<file path="config.mk">
export PLATFORM = sky130hd
export DESIGN_NAME = obj_table
export DESIGN_NICKNAME = d
export VERILOG_FILES = /design/src/verilog/obj_pkg.sv /design/src/verilog/obj_table.sv
export SDC_FILE = /design/constraint.sdc
export NUM_CORES = 1
export LEC_CHECK = 0
export BUFFER_PORTS_ARGS = -buffer_cell sky130_fd_sc_hd__clkbuf_2
export CORE_MARGIN = 2
export CORE_UTILIZATION = 51
export CTS_BUF_LIST = sky130_fd_sc_hd__clkbuf_4
export CTS_CLUSTER_SIZE = 24
export DETAILED_ROUTE_END_ITERATION = 10
export PLACE_DENSITY = 0.66
export SYNTH_ARGS = -nofsm -noshare
export SYNTH_HDL_FRONTEND = slang
export SYNTH_SLANG_ARGS = --single-unit
</file>
<file path="constraint.sdc">
create_clock -name clk -period 3.9 [get_ports clk]
set_input_delay 0.195 -clock clk [delete_from_list [all_inputs] [get_ports clk]]
set_output_delay 0.195 -clock clk [all_outputs]
set_load 0.005 [all_outputs]
</file>
<file path="src/verilog/obj_pkg.sv">
// shared widths, memory map and structs; table and graphics maps assume 16-bit memory words
package obj_pkg;

    // external memory port
    localparam int MEM_AW = 20;     // word address
    localparam int MEM_DW = 16;     // word width

    // line buffer pixel: 5-bit palette above 4-bit colour
    localparam int PXL_W = 9;

    // all objects are square, 16 lines by 16 pixels
    localparam int OBJ_H = 16;

    // object table banks, 4 words per entry
    localparam int ORAM_BANK_STRIDE = 1024;

    // graphics base, 64 words per object code (16 rows of 4 words)
    localparam logic [MEM_AW-1:0] ROM_BASE = 20'h10000;

    // attr field positions
    localparam int ATTR_HFLIP = 8;  // mirror the row
    localparam int ATTR_PAL_W = 5;  // palette sits in attr[4:0]

    // one object table entry, as copied from memory words 0..3
    typedef struct packed {
        logic [8:0]  x;         // word 0
        logic [8:0]  y;         // word 1
        logic [15:0] code;      // word 2
        logic [15:0] attr;      // word 3
    } obj_entry_t;

    // scanner to drawer, one per visible object
    typedef struct packed {
        logic [15:0] code;
        logic [15:0] attr;
        logic [8:0]  hpos;      // leftmost pixel on the line
        logic [3:0]  row;       // row inside the object
    } draw_cmd_t;

    // memory request payload is just the word address
    typedef logic [MEM_AW-1:0] mem_req_t;

endpackage
</file>
<file path="src/verilog/obj_table.sv">
// read and write in the same cycle to one entry returns the old entry
`timescale 1ns/10ps

module obj_table #(
    parameter int NOBJ = 32
) (
    input                               clk,

    // copier side
    input                               tbl_we,
    input        [$clog2(NOBJ)-1:0]     tbl_waddr,
    input  obj_pkg::obj_entry_t         tbl_wdata,

    // scanner side, one cycle read latency
    input        [$clog2(NOBJ)-1:0]     tbl_raddr,
    output obj_pkg::obj_entry_t         tbl_rdata
);
    import obj_pkg::*;

    obj_entry_t mem [NOBJ];     // whole entry per word, 50 bits wide

    // write port, filled once per frame
    always_ff @(posedge clk) begin
        if (tbl_we)
            mem[tbl_waddr] <= tbl_wdata;
    end

    // registered read
    always_ff @(posedge clk) begin
        tbl_rdata <= mem[tbl_raddr];
    end

endmodule

</file>
==> results.md, run 1 <==
* Total gr overflow at 0
* Avg WL per Cell at 26.0 um
* Area contributors post-synth: edfxtp_1 (76%), mux2i_1 (13%), a22oi_1 (1.8%)
* DP Cell Count at 5156
* Via Count at 34509
* Compound-cell area share of the yosys netlist at 0.0485
* Final GP Congestion at 0.764
* DRC at 0
* Leak pwr at 25.8 nW
* Dpl hpwl at 78700 um
* Initial Util at 0.513
* Clk_lat worst skew at 1.28 ns
* Design area at 72100 um2
* Largest family of logic cells by synthesized area: multiplexers
* Final std cells w/o fill at 5970
* CTS tree: done
* Initial antenna violation count at 7
* Final Hold Fails at 0
* First-pass GRT wire length at 226000 um
* Mux contribution to synthesized area at 0.127
* Flops & latches, synth at 1650
* Area grow syn2layout at 14.1%
* Final setup fails at 0
* Slew Limit Fails at 0
* PortBufs at 111
* Die width at 356 um
* Top-Level Pins at 112
* Status: finished clean
* Initial drt markers at 3442
* Gr usage total at 0.245
* Setup CP Type: in2reg
* Commonest cells in the netlist: edfxtp_1 (1600), mux2i_1 (800), nand2_1 (152), nand3_1 (152)
* Syn nets at 3566
* Nets@finish at 4087
* Vias in the first global route at 34766
* Placed Area at 66100 um2
* RSZ-0062 raised after global routing: false
* Dominant synthesized flop cell: edfxtp_1
* H-Tree Depth at 5
* Synth top area share at 0.760
* Synth Area in Simple Gates at 0.0287
* Root Buffer: clkbuf_4
* Post-DRT Antenna Nets at 0
* Relative max-transition margin at 0.312
* Count leader, synth: edfxtp_1
* Leading area contributor after synthesis: edfxtp_1
* WL final at 155000 um
* DP Worst Slack at 1.28 ns
* Clock Sinks at 1650
* Syn avg cell area at 18.0 um2
* Post-synth EDFFs at 1600
* Req. time, crit path at 5.07 ns
* Asr flop ratio synth at 0
* Crit Path Max Fanout at 47
* Peak VDD IR at 0.000334 V
* CP Data Arrival Time at 3.92 ns
* PD cells at 496 nW/um2
* Worst-path clk slew at 0.07 ns
* Final Skew at 0.0857 ns
* Via density per instance at 5.78
* Worst min path class: in2reg
* Post-Synth Adder-Cell Area at 0
* Yosys cell types at 25
* Core ar. at 123000 um2
* Crit path launch type: input pin
* DIE HEIGHT at 356 um
* Max cap viols at 0
* Final setup TNS at 0 ns
* Filler Cell Count at 9302
* Crit share post-route at 0.705
* Yosys warns at 0
* Final Worst Setup Slack at 1.15 ns
* Min cycle time layout at 2.75 ns
* CTS max path bufs at 4
* # rows at 129
* Largest net degree at the start of global routing at 110
* Post-Syn Area at 63200 um2
* Critical Path Sink Type: flip-flop
* Worst Tran Pin Value at 1.03 ns
* Syn Inst Count at 3504
* Share of cells above drive strength 1 at 0.208
* DRT Pass-1 Iters at 5
* XOR/XNOR share of the synthesized area at 0
* Cts bufs inserted at 418
* Die ar. at 127000 um2
* Fmax at 364 MHz
* Sequential area share after synthesis at 0.776
## final timing paths
kind | from | endpoint | slack (ns) | depth (start not counted)
max | tbl_raddr[0] | tbl_rdata[39] | 1.15 | 10
min | tbl_wdata[43] | mem[30][43] | 0.16 | 2
max reg2reg | mem[17][39] | tbl_rdata[39] | 1.32 | 7
min reg2reg | mem[16][13] | tbl_rdata[13] | 0.58 | 4
## where the power goes
group	total (W)	switching [W]	internal [W]	leakage (nW)
clock network	0.0141	0.00660	0.00747	3.09
logic	0.00188	0.00123	0.000651	7.84
registers	0.0198	0.000102	0.0197	14.8
total	0.0358	0.00793	0.0278	25.8
## final cells by class
type | instances | area [um2] | share of cell area
diodes | 5 | 12.5 | 0.000174
well taps | 1637 | 2050 | 0.0284
multi-input cells | 1653 | 13200 | 0.183
repair buffers | 302 | 2650 | 0.0368
flip-flops and latches | 1650 | 49000 | 0.680
clock inverters | 90 | 400 | 0.00555
clock buffers | 633 | 4750 | 0.0659
## per-layer routing
| metal | track usage | vias up | part of all wire |
|---|---|---|---|
| met4 | 0.0866 | 6 | 0.026 |
| met5 | 0 | - | 0.00026 |
| met3 | 0.0606 | 262 | 0.075 |
| li1 | - | 15261 | - |
| met2 | 0.387 | 1376 | 0.48 |
| met1 | 0.332 | 17604 | 0.42 |
## logic make-up (layout without fill, tap and decap cells)
kind of cell,after synthesis,count (layout)
buffers and inverters,201,1025
DFF,1650,1650
and+or+nand+nor,403,403
muxes,800,800
AOI/OAI and AO/OA,450,450
other,0,5
## worst max-delay path, stage by stage
cell and delay, ns:
dlygate4sd3_1 0.56, buf_8 0.50, buf_4 0.44, mux2i_1 0.23
nand2_1 0.08, dlygate4sd3_1 0.58, a31oi_1 0.12, dlygate4sd3_1 0.57
nand3_1 0.07, dlygate4sd3_1 0.56
## state kept, by name (all words and copies together), names as in the netlist
| signal | flops |
|---|---|
| tbl_rdata | 50 |
| mem | 1600 |
## placed cells by master, fill, tap and decap left out, types with 86 or more instances in the layout
cell type and n:
a21oi_1 150, a22o_1 100, a22oi_1 150, clkbuf_2 110, clkbuf_4 633, dlygate4sd3_1 86, edfxtp_1 1600, mux2i_1 800
nand2_1 151, nand3_1 152
## stage by stage
step	hold WS (ns)	power, W	util
4_1_cts	0.000344	0.0361	0.585
3_3_place_gp	0.566	0.0220	0.536
3_5_place_dp	0.567	0.0220	0.536
2_1_floorplan	0.294	0.0212	-
5_1_grt	0.0636	0.0372	0.585
6_report	0.159	0.0358	0.585
## what timing repair did
action,in CTS,in global routing
resized for setup,0,0
endpoints found under the hold margin,2802,0
hold buffers,86,0
setup buffers,0,0
Note: power is estimated with default switching activity, not from simulation.
==> inputs of run 2 (changes only) <==
--- a/config.mk
+++ b/config.mk
@@ -11,7 +11,7 @@
 export CTS_BUF_LIST = sky130_fd_sc_hd__clkbuf_4
 export CTS_CLUSTER_SIZE = 24
 export DETAILED_ROUTE_END_ITERATION = 10
-export PLACE_DENSITY = 0.66
+export PLACE_DENSITY = 0.68
 export SYNTH_ARGS = -nofsm -noshare
 export SYNTH_HDL_FRONTEND = slang
 export SYNTH_SLANG_ARGS = --single-unit
==> constraint.sdc (replaced) <==
create_clock -name clk -period 2.41 [get_ports clk]
set_input_delay 0.1205 -clock clk [delete_from_list [all_inputs] [get_ports clk]]
set_output_delay 0.1205 -clock clk [all_outputs]
set_load 0.005 [all_outputs]
==> results.md, run 2 (synthesis results as in run 1) <==
* PortBufs at 111 (unchanged)
* Die ar. at 127000 um2 (unchanged)
* Status: finished clean
* Final hold slack at 0.117 ns (-0.0419 ns)
* R2r setup slk at 0.40 ns (-0.92 ns)
* PD cells at 793 nW/um2 (+60%)
* Leak pwr at 26.4 nW (+2.3%)
* Final setup fails at 0 (unchanged)
* Register area at 49000 um2 (unchanged)
* CTS max path bufs at 4 (unchanged)
* Commonest non-fill, non-tap cells in the layout: edfxtp_1 (1600), mux2i_1 (800), clkbuf_4 (637), nand3_1 (152), nand2_1 (151)
* # rows at 129 (unchanged)
* Largest register FFs at 1600 (unchanged)
* Largest net degree at the start of global routing at 60 (-45%)
* DP Worst Slack at 0.306 ns (-0.973 ns)
* Final Hold Fails at 0 (unchanged)
* DRT Pass-1 Iters at 5 (unchanged)
* Slew Limit Fails at 0 (unchanged)
* Root Buffer: clkbuf_4
* Crit Path Max Fanout at 13 (-72%)
* WL final at 153000 um (-1.1%)
* Req. time, crit path at 3.57 ns (-1.50 ns)
* DRC at 0 (unchanged)
* Biggest register: mem
* Via density per instance at 5.72 (-1.1%)
* Min cycle time layout at 2.30 ns
* Final GP Congestion at 0.764 (about the same)
* Final setup TNS at 0 ns (unchanged)
* Hold Path End: mem[27][24]
* Nets@finish at 4184 (+2.4%)
* Initial antenna violation count at 8 (+1)
* Worst Tran Pin Value at 1.11 ns (+0.0790 ns)
* Cts bufs inserted at 421 (+0.72%)
* Share of cells above drive strength 1 at 0.216 (+0.00813)
* R2r worst-path depth at 6 (-1)
* Crit path launch type: input pin
* Largest regs: mem: 1600 flops, tbl_rdata: 50 flops
* H-Tree Depth at 5 (unchanged)
* Initial Util at 0.513 (unchanged)
* First-pass GRT wire length at 226000 um (about the same)
* Critical Path Sink Type: flip-flop
* CP Launch Point: tbl_raddr[4]
* Relative max-transition margin at 0.257 (-0.0551)
* Placed Area at 66800 um2 (+1.2%)
* Gr usage total at 0.243 (-0.00183)
* CTS tree: done
* Worst min path class: in2reg
* Top-Level Pins at 112 (unchanged)
* CP Data Arrival Time at 3.46 ns (-0.46 ns)
* Area of the multi-input gates at 13200 um2 (unchanged)
* Total gr overflow at 0 (unchanged)
* Reg2reg end: tbl_rdata[5]
* Die width at 356 um (unchanged)
* Post-CTS setup buffer count at 0 (unchanged)
* Area grow syn2layout at 16.2%
* R2R Path Start: mem[25][5]
* Peak VDD IR at 0.000567 V (+70%)
* Dpl hpwl at 79900 um (+1.4%)
* DIE HEIGHT at 356 um (unchanged)
* Design area at 73500 um2 (+1.9%)
* Clock Sinks at 1650 (unchanged)
* Setup CP Type: in2reg
* Hold path depth at 2 (unchanged)
* Clk_lat worst skew at 1.29 ns (about the same)
* RSZ-0062 raised after global routing: false
* Post-DRT Antenna Nets at 0 (unchanged)
* Final Skew at 0.0807 ns (-0.00506 ns)
* Fmax at 435 MHz
* Filler Cell Count at 9236 (-0.71%)
* Max cap viols at 0 (unchanged)
* Via Count at 34631 (+0.35%)
* Initial drt markers at 3409 (-0.96%)
* Core ar. at 123000 um2 (unchanged)
* Commonest non-fill, non-tap cell in the layout: edfxtp_1
* Vias in the first global route at 35593 (+2.4%)
* Crit share post-route at 0.954
* Avg WL per Cell at 25.3 um (-2.5%)
* Worst-path clk slew at 0.07 ns (about the same)
* Power, Total at 0.0583 W (+63%)
* Hold wc startpoint: tbl_wdata[24]
* Final Worst Setup Slack at 0.110 ns (-1.04 ns)
==> run 2: cell types whose count changed in the layout (fill, tap and decap cells not counted), sizes merged <==
cell,previous run,this run
bufinv,2,5
clkinv,86,70
inv,1,3
dlygate4sd3,86,138
buf,106,148
clkbuf,743,747
==> run 2: worst max-delay path, cell delays in order <==
cell and delay [ns]:
dlygate4sd3_1 0.52, clkbuf_2 0.20, nand2b_4 0.16, dlygate4sd3_1 1.28, buf_4 0.36, a21oi_1 0.06, nand3_1 0.10, nand3_1 0.08
dlygate4sd3_1 0.56
==> run 2: layout make-up <==
class,instances,area share
Multi-Input combinational cell,1653,0.179
Tap cell,1637,0.0279
Antenna cell,5,0.000170
Clock buffer,637,0.0651
Timing Repair Buffer,396,0.0538
Clock inverter,79,0.00601
Sequential cell,1650,0.668
==> run 2: timing repair <==
item	CTS	global route
hold buffers	138	0
resized for setup	0	0
endpoints found under the hold margin	3250	0
==> run 2: how the worst max path moves through the flow <==
stage	depth (start not counted)	slack, ns	to
2_1_floorplan	2	-0.82	mem[17][0]
3_3_place_gp	8	0.31	tbl_rdata[21]
4_1_cts	1	0.20	tbl_rdata[2]
3_5_place_dp	8	0.31	tbl_rdata[21]
5_1_grt	9	0.08	tbl_rdata[5]
6_report	9	0.11	tbl_rdata[5]
==> run 2: where the power goes <==
group / internal (W) / switching, W / leakage [nW]
sequential: 0.0319 / 0.000150 / 14.8
combinational: 0.00119 / 0.00198 / 8.38
clock: 0.0125 / 0.0106 / 3.14
==> run 2: through the flow <==
step,util,instances
floorplan,-,3504
global placement,0.542,5198
finish,0.596,6057
global route,0.596,6057
detailed placement,0.542,5198
CTS,0.596,6052
==> run 2: per-layer routing <==
layer,vias to the layer above,global-route usage,part of all wire
met5,-,0,0.00033
met4,8,0.0897,0.026
met3,276,0.0449,0.067
met2,1326,0.400,0.49
met1,17554,0.324,0.41
li1,15467,-,-
