===== src/verilog/obj_pkg.sv =====
// shared widths, memory map and structs; table and graphics maps assume 16-bit memory words
package obj_pkg;

    // external memory port
    localparam int MEM_AW = 20;     // word address
    localparam int MEM_DW = 16;     // word width

    // line buffer pixel: 5-bit palette above 4-bit colour
    localparam int PXL_W = 9;

    // all objects are square, 16 lines by 16 pixels
    localparam int OBJ_H = 16;

    // object table banks, 4 words per entry
    localparam int ORAM_BANK_STRIDE = 1024;

    // graphics base, 64 words per object code (16 rows of 4 words)
    localparam logic [MEM_AW-1:0] ROM_BASE = 20'h10000;

    // attr field positions
    localparam int ATTR_HFLIP = 8;  // mirror the row
    localparam int ATTR_PAL_W = 5;  // palette sits in attr[4:0]

    // one object table entry, as copied from memory words 0..3
    typedef struct packed {
        logic [8:0]  x;         // word 0
        logic [8:0]  y;         // word 1
        logic [15:0] code;      // word 2
        logic [15:0] attr;      // word 3
    } obj_entry_t;

    // scanner to drawer, one per visible object
    typedef struct packed {
        logic [15:0] code;
        logic [15:0] attr;
        logic [8:0]  hpos;      // leftmost pixel on the line
        logic [3:0]  row;       // row inside the object
    } draw_cmd_t;

    // memory request payload is just the word address
    typedef logic [MEM_AW-1:0] mem_req_t;

endpackage

===== src/verilog/mem_arbiter.sv =====
// clients must hold req until ack and keep it low until their ack falls
`timescale 1ns/10ps

module mem_arbiter (
    input                       clk,
    input                       rst,

    // frame copier, higher priority
    input                       copy_req,
    input  obj_pkg::mem_req_t   copy_addr,
    output logic                copy_ack,

    // drawer
    input                       draw_req,
    input  obj_pkg::mem_req_t   draw_addr,
    output logic                draw_ack,

    // external memory port
    output logic                mem_req,
    output obj_pkg::mem_req_t   mem_addr,
    input                       mem_ack
);
    logic lock;         // grant held
    logic owner;        // 0 copier, 1 drawer
    logic owner_req;

    assign owner_req = owner ? draw_req : copy_req;
    assign mem_req   = lock && owner_req;
    assign mem_addr  = owner ? draw_addr : copy_addr;
    assign copy_ack  = lock && !owner && mem_ack;   // ack goes to the owner only
    assign draw_ack  = lock &&  owner && mem_ack;

    always_ff @(posedge clk) begin
        if (rst) begin
            lock  <= 1'b0;
            owner <= 1'b0;
        end else if (!lock) begin
            if (copy_req) begin
                lock  <= 1'b1;
                owner <= 1'b0;
            end else if (draw_req) begin
                lock  <= 1'b1;
                owner <= 1'b1;
            end
        end else if (!owner_req && !mem_ack) begin
            lock <= 1'b0;   // handshake closed
        end
    end

    // a memory ack lands inside a grant, so exactly one client sees it
    a_one_ack: assert property (@(posedge clk) disable iff (rst)
        mem_ack |-> (copy_ack != draw_ack))
        else $error("memory ack arrived outside a granted handshake");

    // the memory sees one client for the whole four phases
    a_owner_hold: assert property (@(posedge clk) disable iff (rst)
        (mem_req || mem_ack) |=> $stable(owner))
        else $error("grant moved during an open memory handshake");

endmodule


===== config.mk =====
export PLATFORM = sky130hd
export DESIGN_NAME = mem_arbiter
export DESIGN_NICKNAME = d
export VERILOG_FILES = /design/src/verilog/obj_pkg.sv /design/src/verilog/mem_arbiter.sv
export SDC_FILE = /design/constraint.sdc
export NUM_CORES = 1
export LEC_CHECK = 0
export BUFFER_PORTS_ARGS = -buffer_cell sky130_fd_sc_hd__buf_2
export CAP_MARGIN = 10
export CORE_MARGIN = 4
export CORE_UTILIZATION = 27
export DETAILED_ROUTE_END_ITERATION = 8
export PLACE_DENSITY = 0.93
export SLEW_MARGIN = 10
export SYNTH_ARGS = -nofsm -noshare
export SYNTH_HDL_FRONTEND = slang
export SYNTH_SLANG_ARGS = --single-unit

===== constraint.sdc =====
create_clock -name clk -period 2.33 [get_ports clk]
set_clock_uncertainty 0.1 [all_clocks]
set_input_delay 0.466 -clock clk [delete_from_list [all_inputs] [get_ports clk]]
set_output_delay 0.466 -clock clk [all_outputs]
set_load 0.05 [all_outputs]

==> metrics, run 1 <==
initial antenna violation count 0; Synth warnings 0; Initial Utilization 0.285; Slew HR 0.829; Core ar. 1300 um^2; WP data required 1.76 ns; Worst-Margin Slew 0.258 ns; Post-Synthesis Cell Area 370 um^2; terminus of the critical flop-to-flop path lock$_SDFF_PP0_; Tcrit/Tclk final 0.796; Gate Count Post-Synth 37; R2R Path Start owner$_SDFFE_PP0P_; total DRC errors in the routed layout 0; crit path capture type primary output; setup violators final 0; Clock Latency Late Sink 0.22 ns; Die X 45.0 um; setup TNS 0 ns; TritonCTS Sinks 2; Yosys reg bits 2; hold buffers post-CTS 0; Hold Path Sink owner$_SDFFE_PP0P_; DR WL/cell 11.4 um; Mapped Nets 82; Vias 551; syn avg cell area 10.0 um^2; Fin. Hold Viols 0; Placer Congestion 0.714; status finished, final reports clean; Root Buffer clkbuf_4; share of layout cells above drive strength 1 0.877; Hold WS 0.332 ns; global-route wire length before repair 1.93 mm; crit path from owner$_SDFFE_PP0P_; Hold/Removal Path Class input port to register; r2r worst-path depth 3; router iterations before antenna repair 2; fin crit period 1.85 ns; most common cell after layout, fill and taps aside buf_2; crit start category register; CTS tree done; Top Ports 68; largest net degree at the start of global routing 13; Total Routing Usage GR 0.126; remaining antenna violation count after routing 0; clk slew on worst S/H paths 0.03 ns; Hold Path Depth 2; CTS Buffer Depth 2; PortBufs 67; Num CTS Buffers 3; Achievable Freq 539 MHz; Initial DRC Count 2; Post-DP HPWL 1.24 mm; max cap viols 0; CTS H-tree depth 1; cell area power density 489 nW/um^2; Synth cell types 11; RSZ-0062 raised after global routing no; ANT cells 0; Post-layout nets 153; die footprint 2030 um^2; Setup Buffers After CTS 0; final wirelength 1.38 mm; sequential fraction of the synthesis area 0.108; vias in the first global route 517; leakage 0.410 nW; Die Ht 45.0 um; Worst Path Arrival 1.29 ns; worst vdd ir 0.000321 V; critical path type register to primary output; Rows 13; Vias/cell 4.55; pins over their slew limit 0; GR Overflow Total 0; hold path start rst; synthesis-to-layout area growth 96.6%; R2R setup slack 1.23 ns; PostCTS Resize Cnt 0; CP max FO 12; most frequent cells in the layout 67 x buf_2, 20 x mux2_2, 3 x nor2_1, 3 x inv_1, 3 x clkbuf_4
## layer usage
| metal | track usage | wire length (um) |
|---|---|---|
| met1 | 0.118 | 423 |
| met2 | 0.234 | 677 |
| met3 | 0.0558 | 268 |
| met4 | 0.0526 | 8 |
| met5 | 0 | 0 |
## final cells by class
| class | count | area [um^2] |
|---|---|---|
| Inverter | 3 | 11.3 |
| Sequential cell | 2 | 40.0 |
| Multi-Input combinational cell | 29 | 285 |
| Fill cell | 127 | 573 |
| Clock buffer | 3 | 22.5 |
| Tap cell | 15 | 18.8 |
| Timing Repair Buffer | 69 | 350 |
## power by group
group	internal, mW	total (mW)	leakage [nW]	switching (mW)
Sequential	0.0373	0.0396	0.0166	0.00233
Combinational	0.0828	0.243	0.380	0.160
Clock	0.0566	0.0735	0.0138	0.0169
## sequential cells by signal, summed over array words and instances, names as in the netlist
register / flops
owner: 1
lock: 1
## Yosys cell counts, drive strengths merged
cell / instances / share of area
nand2: 1 / 0.010
a221oi: 1 / 0.041
mux2i: 1 / 0.027
buf: 3 / 0.091
nor2: 3 / 0.030
mux2: 20 / 0.61
nor3: 1 / 0.014
inv: 3 / 0.030
dfxtp: 2 / 0.11
a311oi: 1 / 0.024
nand2b: 1 / 0.017
## through the flow
| stage | std cells | util | instance area, um^2 | total power [mW] | setup WS, ns |
|---|---|---|---|---|---|
| global placement | 118 | 0.542 | 706 | 0.281 | 0.712 |
| detailed placement | 118 | 0.542 | 706 | 0.284 | 0.695 |
| global route | 121 | 0.560 | 728 | 0.376 | 0.392 |
| CTS | 121 | 0.560 | 728 | 0.361 | 0.462 |
| floorplan | 37 | - | 370 | 0.219 | 0.499 |
| finish | 121 | 0.560 | 728 | 0.356 | 0.475 |
## critical path, cell delays in order, from the launching register on
cell and delay, ns:
dfxtp_1 0.31, buf_4 0.19, mux2_2 0.35, buf_2 0.21
## worst max-delay path by stage
| stage | end | slack (ns) | depth (start not counted) |
|---|---|---|---|
| 6_report | mem_addr[3] | 0.48 | 3 |
| 5_1_grt | mem_req | 0.39 | 4 |
| 4_1_cts | mem_addr[3] | 0.46 | 3 |
| 3_5_place_dp | mem_addr[3] | 0.70 | 3 |
| 3_3_place_gp | mem_addr[8] | 0.71 | 3 |
| 2_1_floorplan | draw_ack | 0.50 | 4 |
## logic make-up after synthesis
logic type | Yosys count | share of synthesized area
compound gates | 2 | 0.0642
buf+inv | 6 | 0.122
flops | 2 | 0.108
mux | 21 | 0.635
simple gates | 6 | 0.0709
(Power assumes the default switching activity.)
==> run 2: changes to the inputs <==
--- a/config.mk
+++ b/config.mk
@@ -8,9 +8,9 @@
 export BUFFER_PORTS_ARGS = -buffer_cell sky130_fd_sc_hd__buf_2
 export CAP_MARGIN = 10
 export CORE_MARGIN = 4
-export CORE_UTILIZATION = 27
+export CORE_UTILIZATION = 25
 export DETAILED_ROUTE_END_ITERATION = 8
-export PLACE_DENSITY = 0.93
+export PLACE_DENSITY = 0.88
 export SLEW_MARGIN = 10
 export SYNTH_ARGS = -nofsm -noshare
 export SYNTH_HDL_FRONTEND = slang
==> constraint.sdc (replaced) <==
create_clock -name clk -period 1.8 [get_ports clk]
set_clock_uncertainty 0.1 [all_clocks]
set_input_delay 0.36 -clock clk [delete_from_list [all_inputs] [get_ports clk]]
set_output_delay 0.36 -clock clk [all_outputs]
set_load 0.05 [all_outputs]
==> run 2 against run 1 <==
First-iteration DRC count grew 100%. Via count unchanged. Sequential share of layout area barely moved. Register-to-register slack worse by 0.52 ns. Largest cell class unchanged. Hold slack worse by 0.12 ns. Routed wire length up 10%. Total power increased by 33%. Die area increased by 6.6%. Largest power group unchanged. Clock-buffer cell count unchanged.
==> metrics, run 2 (synthesis gave the netlist of run 1 again) <==
post-route setup slack 0.0578 ns; Core ar. 1350 um^2; Vias/cell 4.52; Slowest cell on crit path dfxtp_2; Post-Place Setup Slack 0.233 ns; vias in the first global route 524; setup TNS 0 ns; Total Routing Usage GR 0.128; initial antenna violation count 0; hold buffers post-CTS 0; Tcrit/Tclk final 0.968; Max stage delay on crit path 0.35 ns; crit start category register; CP delay by family, top buffers and inverters; PortBufs 67; Worst Path Arrival 1.28 ns; RSZ-0062 raised after global routing no; Top Ports 68; Final Power 474 uW; global-route wire length before repair 1.95 mm; TritonCTS Sinks 2; most frequent cells in the layout 67 x buf_2, 20 x mux2_2, 3 x nor2_1, 3 x inv_1, 3 x clkbuf_4; max cap viols 0; share of layout cells above drive strength 1 0.888; Hold/Removal Path Class input port to register; crit path capture type primary output; fin crit period 1.74 ns; Largest regs lock x1, owner x1; filler cell count 123; Fin. Hold Viols 0; Die X 46.5 um; Rows 13; final wirelength 1.52 mm; worst vdd ir 0.000361 V; cell area power density 637 nW/um^2; Post-layout nets 154; CP max FO 7; CP cell instances buf_4, mux2_2, buf_2; Initial DRC Count 4; final core occ 0.551; clk slew on worst S/H paths 0.03 ns; most common cell after layout, fill and taps aside buf_2; Initial Utilization 0.274; router iterations before antenna repair 4; pins over their slew limit 0; total DRC errors in the routed layout 0; Crit path buffers/inverters 2; ANT cells 0; die footprint 2160 um^2; DR WL/cell 12.5 um; CTS tree done; Vias 551; Multi-input gate area 285 um^2; Die Ht 46.5 um; Num CTS Buffers 3; Achievable Freq 574 MHz; CTS H-tree depth 1; synthesis-to-layout area growth 101%; largest net degree at the start of global routing 17; status finished, final reports clean; Worst-Margin Slew 0.260 ns; Post-DP HPWL 1.29 mm; GR Overflow Total 0; Slew HR 0.828; critical path type register to primary output; WP data required 1.34 ns; Clock Latency Late Sink 0.23 ns; Root Buffer clkbuf_4; flip-flop and latch area 41.3 um^2; setup violators final 0; remaining antenna violation count after routing 0; CTS Buffer Depth 2; Placer Congestion 0.689; leakage 0.418 nW
[run 2: cell count changes in the layout (fill, tap and decap cells not counted)]
cell and change:
buf_4 -1, dfxtp_2 +1, buf_6 +2, dfxtp_1 -1
[run 2: final cells by class]
type                       instances  share of cell area
clock buffer                       3              0.0303
multi-input combinational         29               0.383
inverter                           3              0.0151
timing repair buffer              70               0.491
sequential                         2              0.0555
tap                               15              0.0252
[run 2: per-layer routing]
layer / vias up / GRT usage / wire length (um)
li1: 274 / - / -
met1: 223 / 0.108 / 425
met2: 52 / 0.239 / 724
met3: 2 / 0.0625 / 353
met4: 0 / 0.0682 / 17
met5: - / 0 / 0
[run 2: timing repair]
action                                  in CTS  in global routing
cloned                                       0                  1
buffers inserted                             0                  0
endpoints found under the setup margin      16                 16
pin swaps                                    0                  0
gates resized for setup                      1                  4
[run 2: final timing paths]
| path | slack, ns | startpoint | cells after the start | to |
|---|---|---|---|---|
| worst max-delay path | 0.06 | owner$_SDFFE_PP0P_ | 3 | mem_addr[14] |
| worst min-delay path | 0.21 | rst | 2 | owner$_SDFFE_PP0P_ |
| worst max register to register | 0.71 | owner$_SDFFE_PP0P_ | 3 | lock$_SDFF_PP0_ |
| worst min register to register | 0.44 | lock$_SDFF_PP0_ | 1 | lock$_SDFF_PP0_ |
[run 2: worst register-to-register path, delay by kind of cell, from the launching register on]
family	cells	cell delay, ns
compound gates	1	0.12
buf+inv	1	0.16
flops	1	0.35
mux	1	0.25
[run 2: power by group]
| group | internal, mW | switching (mW) | leakage, nW | total [mW] |
|---|---|---|---|---|
| clock | 0.0738 | 0.0284 | 0.0138 | 0.102 |
| combinational | 0.111 | 0.208 | 0.387 | 0.319 |
| sequential | 0.0486 | 0.00416 | 0.0170 | 0.0527 |
| total | 0.233 | 0.241 | 0.418 | 0.474 |
[run 2: through the flow]
| stage | hold WS, ns | cell area, um^2 | cells |
|---|---|---|---|
| after floorplan | 0.326 | 370 | 37 |
| after CTS | 0.211 | 732 | 121 |
| after global placement | 0.407 | 706 | 118 |
| after global routing | 0.204 | 744 | 122 |
| final | 0.210 | 744 | 122 |
| after detailed placement | 0.424 | 706 | 118 |
==> run 3: changes to the inputs <==
--- a/config.mk
+++ b/config.mk
@@ -5,12 +5,13 @@
 export SDC_FILE = /design/constraint.sdc
 export NUM_CORES = 1
 export LEC_CHECK = 0
-export BUFFER_PORTS_ARGS = -buffer_cell sky130_fd_sc_hd__buf_2
+export BUFFER_PORTS_ARGS = -buffer_cell sky130_fd_sc_hd__clkbuf_2
 export CAP_MARGIN = 10
 export CORE_MARGIN = 4
-export CORE_UTILIZATION = 25
+export CORE_UTILIZATION = 27
 export DETAILED_ROUTE_END_ITERATION = 8
-export PLACE_DENSITY = 0.88
+export PLACE_DENSITY = 0.93
+export REMOVE_ABC_BUFFERS = 1
 export SLEW_MARGIN = 10
 export SYNTH_ARGS = -nofsm -noshare
 export SYNTH_HDL_FRONTEND = slang
==> constraint.sdc (replaced) <==
create_clock -name clk -period 2.25 [get_ports clk]
set_clock_uncertainty 0.1 [all_clocks]
set_input_delay 0.45 -clock clk [delete_from_list [all_inputs] [get_ports clk]]
set_output_delay 0.45 -clock clk [all_outputs]
set_load 0.05 [all_outputs]
==> run 3 against run 2 <==
Hold slack improved by 0.11 ns. Clock-buffer cell count unchanged. First-iteration DRC count decreased by 100%. Critical path depth unchanged. Core utilization increased by 1.2 points.
==> metrics, run 3 (synthesis gave the netlist of run 1 again) <==
Final Power 371 uW; status finished, final reports clean; hold path start rst; Worst-Margin Slew 0.281 ns; R2R setup slack 1.01 ns; share of layout cells above drive strength 1 0.876; Top Ports 68; proportion of power drawn by combinational gates 0.676; Slew HR 0.813; vias in the first global route 528; total DRC errors in the routed layout 0; crit path capture type primary output; r2r worst-path depth 3; Num CTS Buffers 3; max cap viols 0; Hold/Removal Path Class input port to register; Core ar. 1300 um^2; ANT cells 0; CTS tree done; Total Routing Usage GR 0.126; GR Overflow Total 0; Tcrit/Tclk final 0.890; crit start category register; Fin. Hold Viols 0; global-route wire length before repair 1.95 mm; most frequent cells in the layout 67 x clkbuf_2, 20 x mux2_2, 3 x nor2_1, 3 x inv_1, 3 x clkbuf_4; clk slew on worst S/H paths 0.03 ns; Initial DRC Count 0; router iterations before antenna repair 1; remaining antenna violation count after routing 0; filler cell count 126; Clock Power Share 0.209; crit path from owner$_SDFFE_PP0P_; PostCTS Resize Cnt 0; Initial Utilization 0.285; initial antenna violation count 0; non-filler cells, final 120; Post-DP HPWL 1.24 mm; setup TNS 0 ns; leakage 0.420 nW; hold buffers post-CTS 0; Clock Latency Late Sink 0.22 ns; Placer Congestion 0.588; TritonCTS Sinks 2; Hold Path Sink owner$_SDFFE_PP0P_; Post-layout nets 152; CP max FO 19; critical path type register to primary output; largest net degree at the start of global routing 20; Setup Buffers After CTS 0; Vias 551; PortBufs 67; worst vdd ir 0.000186 V; synthesis-to-layout area growth 98.0%; Seq pwr share 0.116; Rows 13; Achievable Freq 499 MHz; setup violators final 0; final wirelength 1.35 mm; CTS Buffer Depth 2; switching part of the total 0.505; Placed Cells 117; DR WL/cell 11.3 um; cell area power density 506 nW/um^2; terminus of the critical flop-to-flop path lock$_SDFF_PP0_; Die X 45.0 um; RSZ-0062 raised after global routing no; Largest regs lock x1, owner x1; most common cell after layout, fill and taps aside clkbuf_2; Root Buffer clkbuf_4; final core occ 0.563; Hold WS 0.315 ns; Die Ht 45.0 um; pins over their slew limit 0; Vias/cell 4.59; WP data required 1.70 ns; P_sw 187 uW; die footprint 2030 um^2; fin crit period 2.00 ns; Hold Path Depth 2; Worst Path Arrival 1.45 ns; R2R Path Start owner$_SDFFE_PP0P_; CTS H-tree depth 1; internal power 184 uW
[run 3: metal layers]
layer | track usage | part of all wire | vias up
met5 | 0 | 0 | -
met1 | 0.113 | 0.30 | 233
met3 | 0.0239 | 0.19 | 0
met4 | 0.0351 | 0 | 0
met2 | 0.271 | 0.51 | 46
li1 | - | - | 272
[run 3: worst max path at each step]
| stage | endpoint | slack [ns] | cells past startpoint |
|---|---|---|---|
| 6_report | mem_addr[3] | 0.25 | 3 |
| 3_3_place_gp | mem_addr[12] | 0.51 | 3 |
| 3_5_place_dp | mem_addr[3] | 0.46 | 3 |
| 5_1_grt | mem_addr[13] | 0.18 | 3 |
| 4_1_cts | mem_addr[3] | 0.22 | 3 |
| 2_1_floorplan | mem_req | 0.07 | 2 |
[run 3: power groups by stage]
stage | Clock (mW) | Combinational (mW) | Sequential, mW
after global routing | 0.0876 | 0.264 | 0.0433
after detailed placement | 0 | 0.253 | 0.0433
final | 0.0774 | 0.251 | 0.0430
after global placement | 0 | 0.249 | 0.0429
after floorplan | 0 | 0.171 | 0.0475
after CTS | 0.0817 | 0.253 | 0.0429
[run 3: through the flow]
stage,area (um^2),worst slack [ns]
finish,733,0.247
global route,733,0.178
CTS,733,0.225
detailed placement,711,0.461
global placement,711,0.512
floorplan,337,0.0713
[run 3: layout make-up]
| class | count | area (um^2) | area share |
|---|---|---|---|
| multi-input cells | 29 | 285 | 0.389 |
| clock buffers | 3 | 22.5 | 0.0307 |
| inverters | 3 | 11.3 | 0.0154 |
| repair buffers | 68 | 355 | 0.485 |
| well taps | 15 | 18.8 | 0.0256 |
| flip-flops and latches | 2 | 40.0 | 0.0546 |
[run 3: critical path, cell delays in order (launching register included)]
cell,delay [ns]
dfxtp_1,0.45
buf_12,0.20
mux2_2,0.34
clkbuf_2,0.24
