## src/verilog/obj_pkg.sv

```systemverilog
// shared widths, memory map and structs; table and graphics maps assume 16-bit memory words
package obj_pkg;

    // external memory port
    localparam int MEM_AW = 20;     // word address
    localparam int MEM_DW = 16;     // word width

    // line buffer pixel: 5-bit palette above 4-bit colour
    localparam int PXL_W = 9;

    // all objects are square, 16 lines by 16 pixels
    localparam int OBJ_H = 16;

    // object table banks, 4 words per entry
    localparam int ORAM_BANK_STRIDE = 1024;

    // graphics base, 64 words per object code (16 rows of 4 words)
    localparam logic [MEM_AW-1:0] ROM_BASE = 20'h10000;

    // attr field positions
    localparam int ATTR_HFLIP = 8;  // mirror the row
    localparam int ATTR_PAL_W = 5;  // palette sits in attr[4:0]

    // one object table entry, as copied from memory words 0..3
    typedef struct packed {
        logic [8:0]  x;         // word 0
        logic [8:0]  y;         // word 1
        logic [15:0] code;      // word 2
        logic [15:0] attr;      // word 3
    } obj_entry_t;

    // scanner to drawer, one per visible object
    typedef struct packed {
        logic [15:0] code;
        logic [15:0] attr;
        logic [8:0]  hpos;      // leftmost pixel on the line
        logic [3:0]  row;       // row inside the object
    } draw_cmd_t;

    // memory request payload is just the word address
    typedef logic [MEM_AW-1:0] mem_req_t;

endpackage
```

## src/verilog/obj_scan.sv

```systemverilog
// NOBJ must be a power of two; line_start is only taken while idle, so lines must outlast the scan
`timescale 1ns/10ps

module obj_scan #(
    parameter int NOBJ = 32
) (
    input                               clk,
    input                               rst,
    input                               line_start,
    input        [8:0]                  vrender,
    output logic [$clog2(NOBJ)-1:0]     tbl_raddr,
    input  obj_pkg::obj_entry_t         tbl_rdata,
    output logic                        cmd_req,
    output obj_pkg::draw_cmd_t          cmd,
    input                               cmd_ack
);
    import obj_pkg::*;

    localparam logic [1:0] ST_IDLE = 2'd0;
    localparam logic [1:0] ST_READ = 2'd1;     // wait for table data
    localparam logic [1:0] ST_TEST = 2'd2;
    localparam logic [1:0] ST_SEND = 2'd3;     // command handshake open

    logic [1:0] st;
    logic [8:0] vline;      // line being rendered, held for the scan
    logic [8:0] dy;
    logic       visible;

    assign dy      = vline - tbl_rdata.y;       // wraps mod 512
    assign visible = dy < 9'(OBJ_H);

    always_ff @(posedge clk) begin
        if (rst) begin
            st        <= ST_IDLE;
            cmd_req   <= 1'b0;
            tbl_raddr <= '0;
        end else begin
            case (st)
                ST_IDLE: if (line_start) begin
                    vline     <= vrender;
                    tbl_raddr <= '0;
                    st        <= ST_READ;
                end
                ST_READ: st <= ST_TEST;
                ST_TEST: begin
                    if (visible) begin
                        cmd.code <= tbl_rdata.code;
                        cmd.attr <= tbl_rdata.attr;
                        cmd.hpos <= tbl_rdata.x;
                        cmd.row  <= dy[3:0];
                        cmd_req  <= 1'b1;
                        st       <= ST_SEND;
                    end else begin
                        tbl_raddr <= tbl_raddr + 1'd1;
                        st        <= &tbl_raddr ? ST_IDLE : ST_READ;
                    end
                end
                default: begin                  // ST_SEND, drawer back-pressure
                    if (cmd_req && cmd_ack) begin
                        cmd_req <= 1'b0;
                    end else if (!cmd_req && !cmd_ack) begin
                        tbl_raddr <= tbl_raddr + 1'd1;
                        st        <= &tbl_raddr ? ST_IDLE : ST_READ;
                    end
                end
            endcase
        end
    end

endmodule

```

## config.mk

```make
export PLATFORM = sky130hd
export DESIGN_NAME = obj_scan
export DESIGN_NICKNAME = d
export VERILOG_FILES = /design/src/verilog/obj_pkg.sv /design/src/verilog/obj_scan.sv
export SDC_FILE = /design/constraint.sdc
export NUM_CORES = 1
export LEC_CHECK = 0
export ABC_CLOCK_PERIOD_IN_PS = 8850
export BUFFER_PORTS_ARGS = -buffer_cell sky130_fd_sc_hd__buf_2
export CAP_MARGIN = 20
export CORE_ASPECT_RATIO = 1.1
export CORE_MARGIN = 2
export CORE_UTILIZATION = 49
export DETAILED_ROUTE_END_ITERATION = 10
export GPL_ROUTABILITY_DRIVEN = 0
export MAX_ROUTING_LAYER = met4
export PLACE_DENSITY_LB_ADDON = 0.08
export SLEW_MARGIN = 20
export SYNTH_ARGS = -nofsm -noshare
export SYNTH_HDL_FRONTEND = slang
export SYNTH_SLANG_ARGS = --single-unit
```

## constraint.sdc

```tcl
create_clock -name clk -period 8.85 [get_ports clk]
set_clock_uncertainty 0.05 [all_clocks]
set_input_delay 1.3275 -clock clk [delete_from_list [all_inputs] [get_ports clk]]
set_output_delay 1.3275 -clock clk [all_outputs]
set_load 0.03 [all_outputs]
```

==> results of run 1 <==
[critical path: stages]
cell       delay, ps
buf_2            100
ha_1             200
fa_1             390
nand2b_1         200
a211oi_2         230
o21a_1           190
o2111ai_2        280
nor2_4           600
buf_16           240
[cell type report]
cell class / instances / area [sq um] / area share, %
repair buffers: 114 / 593 / 18.1
flip-flops and latches: 62 / 1780 / 54.3
well taps: 56 / 70.1 / 2.14
clock inverters: 5 / 50.0 / 1.53
inverters: 11 / 41.3 / 1.26
clock buffers: 11 / 131 / 4.00
multi-input cells: 85 / 613 / 18.7
[power groups by stage]
stage | logic [mW] | registers [mW] | clock network (mW)
finish | 0.0466 | 0.324 | 0.229
global route | 0.0522 | 0.324 | 0.250
CTS | 0.0470 | 0.324 | 0.237
detailed placement | 0.0467 | 0.330 | 0
global placement | 0.0462 | 0.330 | 0
floorplan | 0.0266 | 0.331 | 0
[flip-flops by register name, summed over array words and instances (netlist names)]
register and cells:
cmd 45, cmd_req 1, st 2, tbl_raddr 5
vline 9
[worst min path at each step]
stage,startpoint,end,slack (ps),depth (start not counted)
finish,cmd_req,cmd_req,450,2
global route,cmd_req,cmd_req,500,2
CTS,cmd_req,cmd_req,450,2
detailed placement,cmd_req,cmd_req,440,2
global placement,tbl_raddr[3],tbl_raddr[3],420,2
floorplan,st[0],st[1],480,2
[kinds of logic after synthesis]
kind of cell	share of synthesized area, %
and+or+nand+nor	6.52
DFF	73.1
muxes	0.822
AOI/OAI and AO/OA	10.1
adders and majority gates	5.96
buffers and inverters	2.00
xor gates and xnor gates	1.44
[placed cells by master, fill, tap and decap left out, types with 2 or more instances in the layout]
cell type    n
a21oi_1     12
and3_1       2
buf_2      113
clkbuf_1     2
clkbuf_8     9
clkinv_1     2
dfxtp_1      8
edfxtp_1    54
ha_1        10
inv_1       11
mux2i_1      2
nand2_1     10
nand2b_1     4
nand3_1      3
nor2_1       6
nor3_1       2
o2111ai_1    2
o21a_1       5
o21ai_0      8
or3_1        2
xnor2_1      4
[through the flow]
| stage | util [%] | cell area (sq um) | power, mW |
|---|---|---|---|
| after floorplan | - | 2440 | 0.358 |
| after global placement | 65.1 | 3070 | 0.377 |
| after detailed placement | 65.1 | 3070 | 0.377 |
| after CTS | 69.0 | 3250 | 0.608 |
| after global routing | 69.5 | 3280 | 0.627 |
| final | 69.5 | 3280 | 0.600 |
[per-layer routing]
| layer | share of wire, % | vias up | track usage [%] |
|---|---|---|---|
| li1 | - | 849 | - |
| met1 | 39 | 767 | 18.7 |
| met2 | 50 | 80 | 28.7 |
| met3 | 9.6 | 5 | 7.01 |
| met4 | 1.2 | 0 | 7.36 |
| met5 | 0 | - | - |
==> metrics.txt, run 1 <==
reg2reg path depth=9; area leader, netlist=edfxtp_1; Final nets=357; Setup-failing EPs final=0; reg2reg start=vline[0]; die height=78.0 um; Post-CTS Hold Fix Bufs=0; Cells after Synth=160; GRT Overall Usage=17.5%; CTS Buf Count=9; setup_tns=0 ps; Post-CTS Setup Bufs=0; Max Slew Vio Count=0; Clock transition at path regs=70 ps; Most used DFF post-synth=edfxtp_1; CTS tree=done; R2R Setup Slk=5820 ps; crit path from=tbl_rdata[32]; antenna-violating nets left=0; Post-synth EDFFs=54; Vias/cell=4.94; largest net degree at the start of global routing=46; RSZ-0062 raised after global routing=false; PortBufs=113; Worst Path Arrival=3770 ps; CTS root buf=clkbuf_8; worst-skew pair later-pin latency=320 ps; 1st-iter DRT viols=70; Die W=71.2 um; Initial Utilization=51.6%; max_slew headroom=51.6%; worst hold path type=flip-flop to flip-flop; wire per inst=13.6 um; via count=1701; Fmax=264 MHz; ys async rst share=0%; fin crit period=3790 ps; number of global-route vias before repair=1582; antenna violations before repair=0; Max Cap Violations=0; Worst EP required=8830 ps; ranking of synthesized cells by area=edfxtp_1 67%, dfxtp_1 6.6%, ha_1 5.1%, a21oi_1 2.5%, inv_1 1.7%; share of power burned in registers=54.0%; Ant. Diodes=0; final WL=4660 um; placed cell count=327; fraction of layout cells with a size suffix above 1=45.8%; H-Tree Depth=3; pre-CTS setup slack=4500 ps; Crit. End Element=flip-flop; worst-margin pin slew=723 ps; post_cts resized=0; 1st-pass router iterations=4; Power Dens Cells=183 nW/um^2; share of total power in combinational logic=7.8%; HPWL after detailed placement=3450 um; grt total ovfl=0; Int Pwr=0.473 mW; switching share of power=21.3%; Yosys reg bits=62; fill count=350; hold slack=447 ps; crit path max fanout=23; synth warn=0; io pins=114; average size of a mapped cell=15.2 sq um; core area=4720 sq um; register area share after synthesis=73.1%; Synth-to-Final Area Change=34.7%; FF-to-FF End=cmd[23]; Final period util=42.8%; Max Root-Sink Buffers=2; FP Rows=26; cell with the most instances after synthesis=edfxtp_1; VDD IR max=0.000113 V; synth unique cells=31; top cell type's share of synthesized area=66.6%; final worst setup slack=5060 ps; clock power share=38.2%; first-pass GRT wire length=7050 um; leakage=1.41 nW; final hold vios=0; Syn Nets=234; critical path class=primary input to flip-flop; Worst Setup EP=cmd[23]; Mapped Area=2440 sq um; crit start category=primary input; DRC Markers=0; Sw Pwr=0.128 mW; Sink Count=62; die area=5550 sq um; fin cells=344; Post-synth top cells=54 x edfxtp_1, 12 x a21oi_1, 11 x inv_1; outcome=complete, no violations
Power figures use the tool's default switching activity.
==> run 2: changes to the inputs <==
--- a/config.mk
+++ b/config.mk
@@ -5,12 +5,13 @@
 export SDC_FILE = /design/constraint.sdc
 export NUM_CORES = 1
 export LEC_CHECK = 0
-export ABC_CLOCK_PERIOD_IN_PS = 8850
+export ABC_AREA = 1
+export ABC_CLOCK_PERIOD_IN_PS = 4000
 export BUFFER_PORTS_ARGS = -buffer_cell sky130_fd_sc_hd__buf_2
 export CAP_MARGIN = 20
 export CORE_ASPECT_RATIO = 1.1
 export CORE_MARGIN = 2
-export CORE_UTILIZATION = 49
+export CORE_UTILIZATION = 47
 export DETAILED_ROUTE_END_ITERATION = 10
 export GPL_ROUTABILITY_DRIVEN = 0
 export MAX_ROUTING_LAYER = met4
==> constraint.sdc (replaced) <==
create_clock -name clk -period 4 [get_ports clk]
set_clock_uncertainty 0.05 [all_clocks]
set_input_delay 0.6 -clock clk [delete_from_list [all_inputs] [get_ports clk]]
set_output_delay 0.6 -clock clk [all_outputs]
set_load 0.03 [all_outputs]
==> run 2 against run 1 <==
  * Non-clock buffer count unchanged
  * Final cell count increased by 22%
  * Critical path depth grew 4
  * Final area up 6.4%
  * Worst hold slack lost 59 ps
  * Power increased by 150%
  * Sequential share of layout area decreased by 3.3 points
  * Sequential power grew 130%
  * Via count up 11%
  * Die area rose by 11%
==> metrics.txt, run 2 <==
area leader, netlist=edfxtp_1; antenna-violating nets left=0; Post-CTS Hold Fix Bufs=0; post_cts resized=0; worst-margin pin slew=679 ps; pre-CTS setup slack=893 ps; Final nets=415; Synth-to-Final Area Change=34.2%; fin area=3490 sq um; 1st-iter DRT viols=96; placed cell area=3280 sq um; Sink Count=62; reg2reg path depth=13; die height=82.0 um; Max Slew Vio Count=0; cell with the most instances after synthesis=edfxtp_1; Max Root-Sink Buffers=2; switching share of power=23.0%; CTS Buf Count=9; ys async rst share=0%; most flop-heavy register=cmd; Most used DFF post-synth=edfxtp_1; final core utilization=65.1%; worst-skew pair later-pin latency=330 ps; crit start category=primary input; HPWL after detailed placement=3600 um; Initial Utilization=48.5%; Worst EP required=3920 ps; largest registers=cmd (45), vline (9), tbl_raddr (5); RSZ-0062 raised after global routing=false; die area=6150 sq um; worst hold path type=primary input to flip-flop; Power Dens Cells=424 nW/um^2; largest net degree at the start of global routing=46; reg2reg start=vline[0]; top cell type's share of synthesized area=62.3%; register area share after synthesis=68.5%; DRC Markers=0; leakage=1.60 nW; placed cell count=405; Crit. End Element=flip-flop; first-pass GRT wire length=7090 um; Sw Pwr=0.340 mW; synth unique cells=25; Fmax=361 MHz; multi-input logic area=684 sq um; most common cell after layout, fill and taps aside=buf_2; max reg flops=45; H-Tree Depth=3; Yosys reg bits=62; fill count=449; share of total power in combinational logic=11.3%; Vias/cell=4.49; antenna violations before repair=0; fin cells=421; synth warn=0; FF-to-FF End=cmd[1]; CTS tree=done; Setup-failing EPs final=0; Post-CTS Setup Bufs=0; Max Cap Violations=0; via count=1889; crit path from=tbl_rdata[32]; max_slew headroom=54.5%; average size of a mapped cell=12.0 sq um; Post-synth top cells=54 x edfxtp_1, 48 x nand2_1, 37 x inv_1; CTS root buf=clkbuf_8; core area=5360 sq um; Final period util=69.2%; ranking of synthesized cells by area=edfxtp_1 62%, nand2_1 6.9%, dfxtp_1 6.2%, inv_1 5.3%, ha_1 4.8%; outcome=complete, no violations; Syn Nets=290; wire per inst=11.2 um; 1st-pass router iterations=4; final worst setup slack=1230 ps; Storage cell area=1780 sq um; final hold vios=0; Total Power=1.48 mW; share of power burned in registers=49.3%; GRT Overall Usage=16.3%; commonest cells after routing, fill and taps aside=113 x buf_2, 54 x edfxtp_1, 48 x nand2_1, 37 x inv_1, 17 x nor2_1; Post-synth EDFFs=54; Die W=74.9 um; grt total ovfl=0; crit path max fanout=45; final WL=4730 um; Mapped Area=2600 sq um; critical path class=primary input to flip-flop; Worst Setup EP=cmd[1]; io pins=114; hold slack=388 ps; number of global-route vias before repair=1656; PortBufs=113; setup_tns=0 ps; fraction of layout cells with a size suffix above 1=41.9%; Worst Path Arrival=2690 ps; Ant. Diodes=0; VDD IR max=0.000264 V; clock power share=39.4%; Clock transition at path regs=70 ps; R2R Setup Slk=1250 ps; Int Pwr=1.14 mW; fin crit period=2770 ps; Cells after Synth=216; FP Rows=28
==> run 2: cell count changes after synthesis, moves of 4 or more <==
cell	before	now
nand2b_1	4	0
nand3_1	3	7
nor2_1	7	18
nand2_1	10	48
inv_1	11	37
a21oi_1	12	6
o21ai_0	8	4
o21a_1	5	0
==> run 2: layout make-up <==
class | instances | area share (%)
Multi-Input combinational cell | 116 | 19.6
Inverter | 38 | 4.09
Clock inverter | 6 | 2.47
Timing Repair Buffer | 114 | 16.4
Sequential cell | 62 | 51.1
Clock buffer | 10 | 3.66
Tap cell | 75 | 2.69
==> run 2: logic make-up (layout without fill, tap and decap cells) <==
| family | Yosys count | in the layout | share of synthesized area [%] |
|---|---|---|---|
| and+or+nand+nor | 89 | 89 | 16.2 |
| adders and majority gates | 11 | 11 | 5.58 |
| DFF | 62 | 62 | 68.5 |
| buffers and inverters | 38 | 168 | 5.48 |
| AOI/OAI and AO/OA | 13 | 13 | 3.22 |
| xor gates and xnor gates | 3 | 3 | 1.01 |
==> run 2: worst max-delay path, cell delays in order <==
cell and delay, ps:
buf_2 100, ha_1 220, fa_1 410, inv_1 70, nand2_1 40, nand2_1 130, nand3_1 120, nand3_1 100
nand3_2 100, nor2_4 120, nand3_4 120, nor2_4 90, buf_4 450
==> run 2: worst min-delay path by stage <==
stage | start | endpoint | slack, ps | cells after the start
6_report | vrender[5] | vline[5] | 390 | 1
5_1_grt | vrender[2] | vline[2] | 370 | 1
4_1_cts | vrender[3] | vline[3] | 370 | 1
3_5_place_dp | cmd_req | cmd_req | 440 | 2
3_3_place_gp | cmd_req | cmd_req | 450 | 2
2_1_floorplan | st[0] | st[1] | 510 | 2
==> run 2: routing by layer <==
| metal | global-route usage, % | vias to the layer above | wire length, um |
|---|---|---|---|
| met5 | - | - | 0 |
| met4 | 8.75 | 0 | 87 |
| met3 | 5.89 | 9 | 436 |
| met2 | 25.2 | 81 | 2190 |
| met1 | 18.5 | 838 | 2010 |
| li1 | - | 961 | - |
==> run 2: power by group through the flow <==
| stage | clock network, mW | registers (mW) | logic [mW] |
|---|---|---|---|
| 3_3_place_gp | 0 | 0.743 | 0.166 |
| 6_report | 0.582 | 0.729 | 0.168 |
| 4_1_cts | 0.601 | 0.729 | 0.170 |
| 3_5_place_dp | 0 | 0.743 | 0.169 |
| 2_1_floorplan | 0 | 0.752 | 0.104 |
| 5_1_grt | 0.625 | 0.731 | 0.193 |
==> run 3: changes to the inputs <==
--- a/config.mk
+++ b/config.mk
@@ -6,12 +6,12 @@
 export NUM_CORES = 1
 export LEC_CHECK = 0
 export ABC_AREA = 1
-export ABC_CLOCK_PERIOD_IN_PS = 4000
+export ABC_CLOCK_PERIOD_IN_PS = 2490
 export BUFFER_PORTS_ARGS = -buffer_cell sky130_fd_sc_hd__buf_2
 export CAP_MARGIN = 20
 export CORE_ASPECT_RATIO = 1.1
 export CORE_MARGIN = 2
-export CORE_UTILIZATION = 47
+export CORE_UTILIZATION = 42
 export DETAILED_ROUTE_END_ITERATION = 10
 export GPL_ROUTABILITY_DRIVEN = 0
 export MAX_ROUTING_LAYER = met4
==> constraint.sdc (replaced) <==
create_clock -name clk -period 2.49 [get_ports clk]
set_clock_uncertainty 0.05 [all_clocks]
set_input_delay 0.3735 -clock clk [delete_from_list [all_inputs] [get_ports clk]]
set_output_delay 0.3735 -clock clk [all_outputs]
set_load 0.03 [all_outputs]
==> run 3 against run 2 <==
  * Clock power up 64%
  * Routed wire length up 7.1%
  * Register-to-register slack worse by 1100 ps
  * Largest cell class unchanged
  * Utilization down 4.8 points
  * Die area up 11%
==> metrics.txt, run 3 (synthesis gave the netlist of run 2 again) <==
fin crit period=2310 ps; CTS tree=done; Initial Utilization=42.8%; io pins=114; Ant. Diodes=0; max reg flops=45; slowest stage cell, crit path=fa_2; Max Cap Violations=0; Fmax=434 MHz; Worst EP required=2480 ps; GRT Overall Usage=15.0%; H-Tree Depth=3; Clock transition at path regs=70 ps; Setup-failing EPs final=0; wire per inst=11.7 um; Final period util=92.6%; FP Rows=30; number of global-route vias before repair=1659; first-pass GRT wire length=7410 um; most common cell after layout, fill and taps aside=buf_2; critical path class=flip-flop to flip-flop; crit path max fanout=8; die area=6840 sq um; Sink Count=62; most frequent CP cell=nand2_1; worst-margin pin slew=347 ps; VDD IR max=0.000345 V; Max Slew Vio Count=0; Synth-to-Final Area Change=41.1%; 1st-pass router iterations=4; leakage=1.66 nW; Max Root-Sink Buffers=2; largest net degree at the start of global routing=23; final WL=5070 um; hold slack=165 ps; outcome=complete, no violations; CTS Buf Count=9; Power Dens Cells=655 nW/um^2; final hold vios=0; most flop-heavy register=cmd; HPWL after detailed placement=3890 um; antenna-violating nets left=0; fill count=527; via count=1902; RSZ-0062 raised after global routing=false; fraction of layout cells with a size suffix above 1=44.9%; die height=86.5 um; CTS root buf=clkbuf_8; grt total ovfl=0; antenna violations before repair=0; worst hold path type=primary input to flip-flop; 1st-iter DRT viols=73; max_slew headroom=76.8%; CP max stage delay=340 ps; Final nets=423; PortBufs=113; Crit. End Element=flip-flop; DRC Markers=0; commonest cells after routing, fill and taps aside=113 x buf_2, 54 x edfxtp_1, 47 x nand2_1, 37 x inv_1, 17 x nor2_1; worst-skew pair later-pin latency=330 ps; cell chain of the critical path=inv_1 > ha_4 > fa_2 > inv_1 > nand2_1 > nand2_2 > nand3_2 > nand2_1 > nand2_1 > nand2_1 > nand2_2 > inv_2 > nand3_4 > nor2_4 > buf_12 > clkbuf_16; Die W=79.0 um; Vias/cell=4.38; setup_tns=0 ps; largest registers=cmd (45), vline (9), tbl_raddr (5); core area=6080 sq um; Worst Path Arrival=2300 ps; crit start category=flip-flop
## run 3: repair_timing
item,4_1_cts,5_1_grt
setup endpoints to repair,0,45
hold buffers,0,0
gates resized for setup,0,1
setup buffers,0,1
## run 3: worst paths after layout
path,from,end,slack (ps),depth (start not counted)
hold / removal,vrender[6],vline[6],170,1
setup reg to reg,vline[0],cmd[12],180,16
hold reg to reg,cmd_req,cmd_req,450,2
setup / recovery,vline[0],cmd[12],180,16
## run 3: through the flow
step                setup slack, ps  power (mW)  instance area [sq um]  util (%)  instances
global placement               10.4        1.47                   3360      55.3        414
detailed placement            -19.3        1.48                   3360      55.3        414
global route                   6.42        2.53                   3670      60.3        434
CTS                            83.7        2.44                   3580      59.0        430
floorplan                      -239        1.38                   2640         -        216
finish                          184        2.40                   3670      60.3        434
## run 3: area by class of cell
type                       count  area (sq um)  area share (%)
sequential                    62          1780            48.6
multi-input combinational    116           712            19.4
tap                           80           100            2.73
clock buffer                   9           124            3.38
clock inverter                 7          96.3            2.63
timing repair buffer         122           713            19.4
inverter                      38           143            3.89
## run 3: routing by layer
layer | routed length, um | vias to the layer above | global-route usage [%]
met5 | 0 | - | -
met4 | 61 | 0 | 6.74
met3 | 375 | 6 | 5.21
met2 | 2400 | 75 | 23.0
met1 | 2230 | 846 | 18.0
li1 | - | 975 | -
## run 3: critical path, delay by kind of cell, from the launching register on
kind          cells  cell delay [ps]
simple gates      9              660
fa+ha+maj         2              500
buf+inv           5              480
flops             1              320
## run 3: power by group
group	total, mW	internal [mW]	switching, mW	leakage [nW]
Combinational	0.279	0.120	0.159	1.01
Clock	0.953	0.564	0.389	0.102
Sequential	1.17	1.15	0.0167	0.553
